==> src/logic/ps2_pkg.sv <==
// PS/2 wire-side types shared by the receiver, decoder and lookup
// Scan code set 2 only, so the extended flag is the single E0 prefix
`default_nettype none

package ps2_pkg;

    // One data byte from a PS/2 frame
    typedef logic [7:0] ps2_byte_t;

    // Extended flag above the raw code
    typedef logic [8:0] scan_code_t;

    // Complete key event out of the prefix decoder
    typedef struct packed {
        logic       strobe;    // One cycle per key event
        logic       released;  // Set after an F0 prefix
        scan_code_t code;      // Bit 8 is the E0 prefix
    } key_event_t;

endpackage

`default_nettype wire

==> src/logic/arcade_keys_pkg.sv <==
// Control-side types for the arcade key mapping
// Bit order inside each group follows the core's joystick conventions
`default_nettype none

package arcade_keys_pkg;

    // Which held group an action writes
    typedef enum logic [3:0] {
        grp_none,
        grp_joy1,
        grp_joy2,
        grp_joy3,
        grp_coin,
        grp_start,
        grp_system,
        grp_gfx,
        grp_debug,
        grp_joy2_joy3_shared   // K key, joy2 bit 9 plus joy3 bit 2
    } target_group_t;

    // Bit position inside a group
    typedef logic [3:0] bit_index_t;

    typedef struct packed {
        logic          strobe;  // One cycle per action
        target_group_t group;
        bit_index_t    index;
        logic          level;   // 1 when pressed
    } key_action_t;

    // Every held control level, 45 bits
    typedef struct packed {
        logic [9:0] joy1;    // Buttons 6..1 then up down left right
        logic [9:0] joy2;
        logic [6:0] joy3;
        logic [3:0] coin;
        logic [3:0] start;
        logic [3:0] system;  // Service, reset, test, pause from msb
        logic [3:0] gfx;     // Layer enables
        logic [1:0] debug;   // Minus in bit 1, plus in bit 0
    } arcade_controls_t;

endpackage

`default_nettype wire

==> src/logic/ps2_frame_receiver.sv <==
// Receive-only PS/2 device port, keyboard to host
// Lines are asynchronous, idle high; partial frames die after FRAME_TIMEOUT clocks
`timescale 1ns/1ns
`default_nettype none

module ps2_frame_receiver
    import ps2_pkg::*;
#(
    parameter int FILTER_LEN    = 8,     // Equal samples to accept a clock level
    parameter int FRAME_TIMEOUT = 4000   // Idle clocks before a partial frame drops
) (
    input  logic      clk,
    input  logic      rst,
    input  logic      ps2_clk,
    input  logic      ps2_data,
    output ps2_byte_t rx_byte,
    output logic      rx_valid,
    output logic      frame_error
);

    localparam int FILT_W = $clog2(FILTER_LEN + 1);
    localparam int IDLE_W = $clog2(FRAME_TIMEOUT + 1);

    logic [1:0]        clk_sync;
    logic [1:0]        data_sync;
    logic [FILT_W-1:0] filt_cnt;
    logic              clk_filt;    // Debounced ps2_clk
    logic              clk_filt_d;
    logic              clk_fall;
    logic [9:0]        shift_reg;   // First ten bits, start bit ends in bit 0
    logic [10:0]       frame;
    logic              frame_ok;
    logic [3:0]        bit_cnt;
    logic [IDLE_W-1:0] idle_cnt;

    // Two-flop synchronizers, idle high
    always_ff @(posedge clk) begin
        if (rst) begin
            clk_sync  <= 2'b11;
            data_sync <= 2'b11;
        end else begin
            clk_sync  <= {clk_sync[0], ps2_clk};
            data_sync <= {data_sync[0], ps2_data};
        end
    end

    // Glitch filter on the clock line only
    always_ff @(posedge clk) begin
        if (rst) begin
            filt_cnt   <= '0;
            clk_filt   <= 1'b1;
            clk_filt_d <= 1'b1;
        end else begin
            clk_filt_d <= clk_filt;
            if (clk_sync[1] == clk_filt) begin
                filt_cnt <= '0;                      // Level agrees, restart count
            end else if (filt_cnt == FILT_W'(FILTER_LEN - 1)) begin
                filt_cnt <= '0;
                clk_filt <= clk_sync[1];             // Stable long enough
            end else begin
                filt_cnt <= filt_cnt + 1'b1;
            end
        end
    end

    assign clk_fall = clk_filt_d & ~clk_filt;        // Device drives data before this
    assign frame    = {data_sync[1], shift_reg};     // Stop bit arrives last
    assign frame_ok = ~frame[0] & frame[10] & (^frame[9:1]);   // Odd parity

    // Bit counter, idle timeout and result strobes
    always_ff @(posedge clk) begin
        if (rst) begin
            bit_cnt     <= '0;
            idle_cnt    <= '0;
            rx_valid    <= 1'b0;
            frame_error <= 1'b0;
        end else begin
            rx_valid    <= 1'b0;
            frame_error <= 1'b0;
            if (clk_fall) begin
                idle_cnt <= '0;
                if (bit_cnt == 4'd10) begin
                    bit_cnt     <= '0;
                    rx_valid    <= frame_ok;
                    frame_error <= ~frame_ok;        // Byte is dropped
                end else begin
                    bit_cnt <= bit_cnt + 1'b1;
                end
            end else if (bit_cnt != 4'd0) begin
                if (idle_cnt == IDLE_W'(FRAME_TIMEOUT - 1)) begin
                    bit_cnt  <= '0;                  // Resync on next start bit
                    idle_cnt <= '0;
                end else begin
                    idle_cnt <= idle_cnt + 1'b1;
                end
            end
        end
    end

    // Payload path
    always_ff @(posedge clk) begin
        if (clk_fall) begin
            shift_reg <= {data_sync[1], shift_reg[9:1]};   // LSB first on the wire
        end
        if (clk_fall && bit_cnt == 4'd10) begin
            rx_byte <= frame[8:1];
        end
    end

endmodule

`default_nettype wire

==> src/logic/scan_code_decoder.sv <==
// Set 2 prefix decoder, E0 marks extended and F0 marks break
// Pause/Break's E1 sequence is not recognised and yields junk events
`timescale 1ns/1ns
`default_nettype none

module scan_code_decoder
    import ps2_pkg::*;
(
    input  logic       clk,
    input  logic       rst,
    input  ps2_byte_t  rx_byte,
    input  logic       rx_valid,
    output key_event_t key_event
);

    typedef enum logic [1:0] {
        st_idle,
        st_extended,
        st_released,
        st_extended_released
    } dec_state_t;

    dec_state_t state;
    logic       ext_flag;
    logic       rel_flag;
    logic       is_prefix;

    assign ext_flag  = (state == st_extended) || (state == st_extended_released);
    assign rel_flag  = (state == st_released) || (state == st_extended_released);
    assign is_prefix = (rx_byte == 8'he0) || (rx_byte == 8'hf0);

    always_ff @(posedge clk) begin
        if (rst) begin
            state     <= st_idle;
            key_event <= '0;
        end else begin
            key_event.strobe <= rx_valid & ~is_prefix;
            if (rx_valid) begin
                case (rx_byte)
                    8'he0: state <= rel_flag ? st_extended_released : st_extended;
                    8'hf0: state <= ext_flag ? st_extended_released : st_released;
                    default: begin
                        state              <= st_idle;   // Code ends the sequence
                        key_event.released <= rel_flag;
                        key_event.code     <= {ext_flag, rx_byte};
                    end
                endcase
            end
        end
    end

endmodule

`default_nettype wire

==> src/logic/key_map_lookup.sv <==
// Fixed scan code set 2 layout for three joysticks and cabinet keys
// Codes not in the table give group none and are ignored downstream
`timescale 1ns/1ns
`default_nettype none

module key_map_lookup
    import ps2_pkg::*;
    import arcade_keys_pkg::*;
(
    input  logic        clk,
    input  logic        rst,
    input  key_event_t  key_event,
    output key_action_t key_action
);

    typedef struct packed {
        target_group_t group;
        bit_index_t    index;
    } key_target_t;

    key_target_t target;

    always_comb begin
        case (key_event.code)
            // Player 1
            9'h0_22: target = '{grp_joy1, 4'd9};    // Button 6 on X
            9'h0_1a: target = '{grp_joy1, 4'd8};    // Button 5 on Z
            9'h0_12: target = '{grp_joy1, 4'd7};    // Left shift
            9'h0_29: target = '{grp_joy1, 4'd6};    // Space
            9'h0_11: target = '{grp_joy1, 4'd5};    // Left alt
            9'h0_14: target = '{grp_joy1, 4'd4};    // Left ctrl
            9'h1_75: target = '{grp_joy1, 4'd3};    // Arrow up
            9'h1_72: target = '{grp_joy1, 4'd2};    // Arrow down
            9'h1_6b: target = '{grp_joy1, 4'd1};    // Arrow left
            9'h1_74: target = '{grp_joy1, 4'd0};    // Arrow right
            // Player 2
            9'h0_24: target = '{grp_joy2, 4'd8};    // E
            9'h0_1d: target = '{grp_joy2, 4'd7};    // W
            9'h0_15: target = '{grp_joy2, 4'd6};    // Q
            9'h0_1b: target = '{grp_joy2, 4'd5};    // S
            9'h0_1c: target = '{grp_joy2, 4'd4};    // A
            9'h0_2d: target = '{grp_joy2, 4'd3};    // Up on R
            9'h0_2b: target = '{grp_joy2, 4'd2};    // Down on F
            9'h0_23: target = '{grp_joy2, 4'd1};    // Left on D
            9'h0_34: target = '{grp_joy2, 4'd0};    // Right on G
            9'h0_42: target = '{grp_joy2_joy3_shared, 4'd0};   // K drives both sticks
            // Player 3
            9'h0_5a: target = '{grp_joy3, 4'd6};    // Enter
            9'h0_59: target = '{grp_joy3, 4'd5};    // Right shift
            9'h1_14: target = '{grp_joy3, 4'd4};    // Right ctrl
            9'h0_43: target = '{grp_joy3, 4'd3};    // Up on I
            9'h0_3b: target = '{grp_joy3, 4'd1};    // Left on J
            9'h0_4b: target = '{grp_joy3, 4'd0};    // Right on L
            // Coins on 5 to 8
            9'h0_2e: target = '{grp_coin, 4'd0};
            9'h0_36: target = '{grp_coin, 4'd1};
            9'h0_3d: target = '{grp_coin, 4'd2};
            9'h0_3e: target = '{grp_coin, 4'd3};
            // Starts on 1 to 4
            9'h0_16: target = '{grp_start, 4'd0};
            9'h0_1e: target = '{grp_start, 4'd1};
            9'h0_26: target = '{grp_start, 4'd2};
            9'h0_25: target = '{grp_start, 4'd3};
            // Cabinet switches
            9'h0_4d: target = '{grp_system, 4'd0};  // Pause on P
            9'h0_06: target = '{grp_system, 4'd1};  // Test on F2
            9'h0_04: target = '{grp_system, 4'd2};  // Reset on F3
            9'h0_46: target = '{grp_system, 4'd3};  // Service on 9
            // Layer enables
            9'h0_83: target = '{grp_gfx, 4'd0};     // F7 char layer
            9'h0_0a: target = '{grp_gfx, 4'd1};     // F8 scroll 1
            9'h0_01: target = '{grp_gfx, 4'd2};     // F9 scroll 2
            9'h0_09: target = '{grp_gfx, 4'd3};     // F10 objects
            // Debug stepping
            9'h0_5b: target = '{grp_debug, 4'd0};   // Plus on ]
            9'h0_4a: target = '{grp_debug, 4'd1};   // Minus on /
            default: target = '{grp_none, 4'd0};
        endcase
    end

    always_ff @(posedge clk) begin
        if (rst) begin
            key_action <= '0;
        end else begin
            key_action.strobe <= key_event.strobe;
            key_action.group  <= target.group;
            key_action.index  <= target.index;
            key_action.level  <= ~key_event.released;  // Make code presses
        end
    end

endmodule

`default_nettype wire

==> src/logic/control_state.sv <==
// Held control levels, written one bit per key action
// No repeat handling, a lost break code leaves its bit set until the next make/break
`timescale 1ns/1ns
`default_nettype none

module control_state
    import arcade_keys_pkg::*;
(
    input  logic             clk,
    input  logic             rst,
    input  key_action_t      key_action,
    output arcade_controls_t controls,
    output logic             shift
);

    arcade_controls_t next_controls;

    always_comb begin
        next_controls = controls;
        if (key_action.strobe) begin
            case (key_action.group)
                grp_joy1:   next_controls.joy1[key_action.index]        = key_action.level;
                grp_joy2:   next_controls.joy2[key_action.index]        = key_action.level;
                grp_joy3:   next_controls.joy3[key_action.index[2:0]]   = key_action.level;
                grp_coin:   next_controls.coin[key_action.index[1:0]]   = key_action.level;
                grp_start:  next_controls.start[key_action.index[1:0]]  = key_action.level;
                grp_system: next_controls.system[key_action.index[1:0]] = key_action.level;
                grp_gfx:    next_controls.gfx[key_action.index[1:0]]    = key_action.level;
                grp_debug:  next_controls.debug[key_action.index[0]]    = key_action.level;
                grp_joy2_joy3_shared: begin
                    next_controls.joy2[9] = key_action.level;   // P2 button 6
                    next_controls.joy3[2] = key_action.level;   // P3 down
                end
                default: ;                                      // Unmapped key
            endcase
        end
    end

    always_ff @(posedge clk) begin
        if (rst) begin
            controls <= '0;
            shift    <= 1'b0;
        end else begin
            controls <= next_controls;
            // Either shift key, same cycle as the levels
            shift    <= next_controls.joy1[7] | next_controls.joy3[5];
        end
    end

endmodule

`default_nettype wire

==> src/logic/ps2_arcade_keys.sv <==
// PS/2 keyboard to arcade controls, receive path only
// Controls follow the last byte of a scan code by 3 clocks after rx_valid
`timescale 1ns/1ns
`default_nettype none

module ps2_arcade_keys
    import ps2_pkg::*;
    import arcade_keys_pkg::*;
#(
    parameter int FILTER_LEN    = 8,
    parameter int FRAME_TIMEOUT = 4000
) (
    input  logic             clk,
    input  logic             rst,
    input  logic             ps2_clk,
    input  logic             ps2_data,
    output arcade_controls_t controls,
    output logic             shift,
    output logic             frame_error
);

    ps2_byte_t   rx_byte;
    logic        rx_valid;
    key_event_t  key_event;
    key_action_t key_action;

    ps2_frame_receiver #(
        .FILTER_LEN    (FILTER_LEN),
        .FRAME_TIMEOUT (FRAME_TIMEOUT)
    ) u_ps2_frame_receiver (
        .clk         (clk),
        .rst         (rst),
        .ps2_clk     (ps2_clk),
        .ps2_data    (ps2_data),
        .rx_byte     (rx_byte),
        .rx_valid    (rx_valid),
        .frame_error (frame_error)
    );

    scan_code_decoder u_scan_code_decoder (
        .clk       (clk),
        .rst       (rst),
        .rx_byte   (rx_byte),
        .rx_valid  (rx_valid),
        .key_event (key_event)
    );

    key_map_lookup u_key_map_lookup (
        .clk        (clk),
        .rst        (rst),
        .key_event  (key_event),
        .key_action (key_action)
    );

    control_state u_control_state (
        .clk        (clk),
        .rst        (rst),
        .key_action (key_action),
        .controls   (controls),
        .shift      (shift)
    );

endmodule

`default_nettype wire

==> config.mk <==
export PLATFORM = sky130hd
export DESIGN_NAME = ps2_arcade_keys
export DESIGN_NICKNAME = d
export VERILOG_FILES = /design/src/logic/ps2_pkg.sv /design/src/logic/arcade_keys_pkg.sv /design/src/logic/ps2_frame_receiver.sv /design/src/logic/scan_code_decoder.sv /design/src/logic/key_map_lookup.sv /design/src/logic/control_state.sv /design/src/logic/ps2_arcade_keys.sv
export SDC_FILE = /design/constraint.sdc
export NUM_CORES = 1
export LEC_CHECK = 0
export CORE_MARGIN = 2
export CORE_UTILIZATION = 63
export CTS_CLUSTER_DIAMETER = 50
export DETAILED_ROUTE_END_ITERATION = 10
export DONT_BUFFER_PORTS = 1
export GPL_TIMING_DRIVEN = 0
export PLACE_DENSITY = 0.87
export SYNTH_ARGS = -nofsm -noshare
export SYNTH_HDL_FRONTEND = slang
export SYNTH_SLANG_ARGS = --single-unit
==> constraint.sdc <==
create_clock -name clk -period 2.1 [get_ports clk]
set_clock_uncertainty 0.05 [all_clocks]
set_input_delay 0.21 -clock clk [delete_from_list [all_inputs] [get_ports clk]]
set_output_delay 0.21 -clock clk [all_outputs]
set_load 0.01 [all_outputs]
==> flow_summary.ini <==
[timing]
fin_tns_setup_ps = -29.3
maxSlewHeadroom = 0.537
fin_ws_ps = -21.8
setup_viol = 2
tightest_slew_ps = 686
post-route-min-period_ps = 2120
fmax_mhz = 471
drv_slew = 0
period_share = 1.01
hold_violations = 0

[cells_and_area]
largest_register = u_control_state.controls
fin_area_mm2 = 0.00640
multiInputGateArea_mm2 = 0.00284
top_regs = u_control_state.controls x45, u_ps2_frame_receiver.idle_cnt x12, u_scan_code_decoder.key_event x11
syn_to_final_growth_pct = 16.3
insertedDiodeCount = 0
ff_latch_area_mm2 = 0.00249
largest_reg_flops = 45
layout-drive-gt1-share = 0.148
final_cell_mix = dfxtp_1, nand2_1, nor2_1
nFillCells = 588
nets = 665
final_common_cell = dfxtp_1

[floorplanning]
rows = 34
start_util = 0.641
die-height_um = 97.5
die_w_um = 97.5
ios = 51
die-area_mm2 = 0.00950
core-area_mm2 = 0.00859

[cts]
cts-root-buf = clkbuf_8
cts_tree = yes
cts_max_level = 4
cts_sinks = 115
clk_pin_slew_ps = 60
clock_path_buffers = 2
cts_buffers = 17
clk_latency_ps = 510

[yosys]
syn_nets = 638
syn_area_mm2 = 0.00550
yosys_warnings = 0
async_flop_share = 0
yosysUniqueCellTypes = 64
syn_area_per_cell_um2 = 8.75
synth_seq_area_share = 0.451
ys_seq_elements = 115
ys.flop_type = dfxtp_1
synth_edf_count = 18
syn-instance-count = 629

[power]
power_density_mw_per_mm2 = 793
clkPwrFrac = 0.544
power_frac_seq = 0.441
leakagePower_nw = 2.30
p_comb_frac = 0.016
p_int_mw = 3.95
vdd_ir_drop_max_mv = 0.762
swShare = 0.221
p_switching_mw = 1.12

[critical_path]
worst_setup_path_end_kind = register
r2r_start = u_ps2_frame_receiver.bit_cnt[0]$_SDFFE_PP0P_
setup.worst_path.start = u_ps2_frame_receiver.bit_cnt[0]$_SDFFE_PP0P_
critPathArrivalTime_ps = 2520
critPathLaunchType = register
criticalPathCategory = reg -> reg
required_ps = 2490
r2r_slack_ps = -20
crit_fanout = 6

[routing]
num_vias = 5170
drtIter0Drc = 478
drtPass1Iterations = 6
vias_per_cell = 6.66
postRouteAntennaNets = 0
drc = 0
routed_wl_um = 16600
routedWlPerCell_um = 21.4

[global_route]
overflow = 0
track_usage = 0.328
grt_start_max_net_pins = 17
grt_pass1_vias = 4822
grt_pass1_wl_um = 24700
grt_antenna_before_repair = 0

[flow_run]
cap_violations = 0

[worst_hold_path]
hold_path.class = in -> reg
hp-start = rst

[placed_design]
gp_congestion = 0.981
place_area_mm2 = 0.00564
dp_hpwl_um = 10200
portBuffers = 0

[outcome]
status = finished, violations left
violations = negative setup slack
## power by group through the flow
stage          sequential (mW)  clock, mW  combinational [mW]
5_1_grt                   2.23       2.85              0.0834
6_report                  2.24       2.76              0.0802
3_5_place_dp              2.29          0              0.0646
4_1_cts                   2.24       2.74              0.0713
2_1_floorplan             2.28          0              0.0444
3_3_place_gp              2.28          0              0.0624
## per-layer routing
metal  share of wire  vias up  global-route usage
li1                -     2285                   -
met1            0.37     2419               0.406
met2            0.49      378               0.543
met3           0.097       88              0.0820
met4           0.048        0               0.146
met5               0        -                   0
## critical path: stages (launching register included)
cell	delay [ps]
dfxtp_4	360
inv_4	60
ha_1	180
or3b_4	440
and3_4	200
buf_6	130
a211o_4	370
buf_6	140
nor2_1	120
## kinds of logic after synthesis
kind of cell,synth area share
AND/OR/NAND/NOR,0.274
flip-flops,0.451
AO/OA/AOI/OAI,0.123
buffers and inverters,0.0511
XOR/XNOR,0.0439
multiplexers,0.0457
adder cells (fa/ha/maj),0.0114
## final timing paths
kind,end,depth (start not counted)
max,u_ps2_frame_receiver.idle_cnt[0]$_SDFFE_PP0P_,8
min,u_key_map_lookup.key_action[9]$_SDFF_PP0_,2
max reg2reg,u_ps2_frame_receiver.idle_cnt[0]$_SDFFE_PP0P_,8
min reg2reg,u_ps2_frame_receiver.shift_reg[9]$_DFFE_PP_,0
## cells in the mapped netlist (all sizes together), types with 9 or more instances
cell / count / share of area
a21oi: 46 / 0.043
buf: 21 / 0.022
clkbuf: 28 / 0.019
dfxtp: 97 / 0.35
edfxtp: 18 / 0.098
inv: 14 / 0.0095
mux2i: 24 / 0.044
nand2: 72 / 0.049
nand3: 39 / 0.035
nand4: 12 / 0.014
nor2: 62 / 0.042
nor2b: 13 / 0.015
nor3: 15 / 0.014
nor3b: 12 / 0.018
nor4: 9 / 0.011
o21ai: 19 / 0.017
xnor2: 14 / 0.022
xor2: 11 / 0.018
## timing repair
item	4_1_cts	5_1_grt
gates resized for setup	6	40
pin swaps	0	3
buffers inserted	0	5
hold endpoints to repair	7	0
cloned	0	1
setup endpoints to repair	16	31
hold buffers	3	0
## stage by stage
stage | hold WS [ps] | utilization | power, mW | worst slack, ps | instances
after global routing | 104 | 0.745 | 5.17 | -20.9 | 776
after global placement | 268 | 0.656 | 2.35 | -214 | 737
final | 61.3 | 0.745 | 5.07 | -21.8 | 776
after detailed placement | 272 | 0.656 | 2.35 | -68.6 | 737
after CTS | 24.0 | 0.728 | 5.05 | 0.409 | 771
after floorplan | 264 | - | 2.33 | 189 | 629
## final cells by class
cell class	count	area share
inverter	14	0.00860
clock inverter	11	0.0154
buffer	48	0.0367
sequential	115	0.389
clock buffer	20	0.0729
tap	108	0.0211
timing repair buffer	9	0.0123
multi-input combinational	451	0.444
No activity file was read; power rests on OpenSTA's default activity.
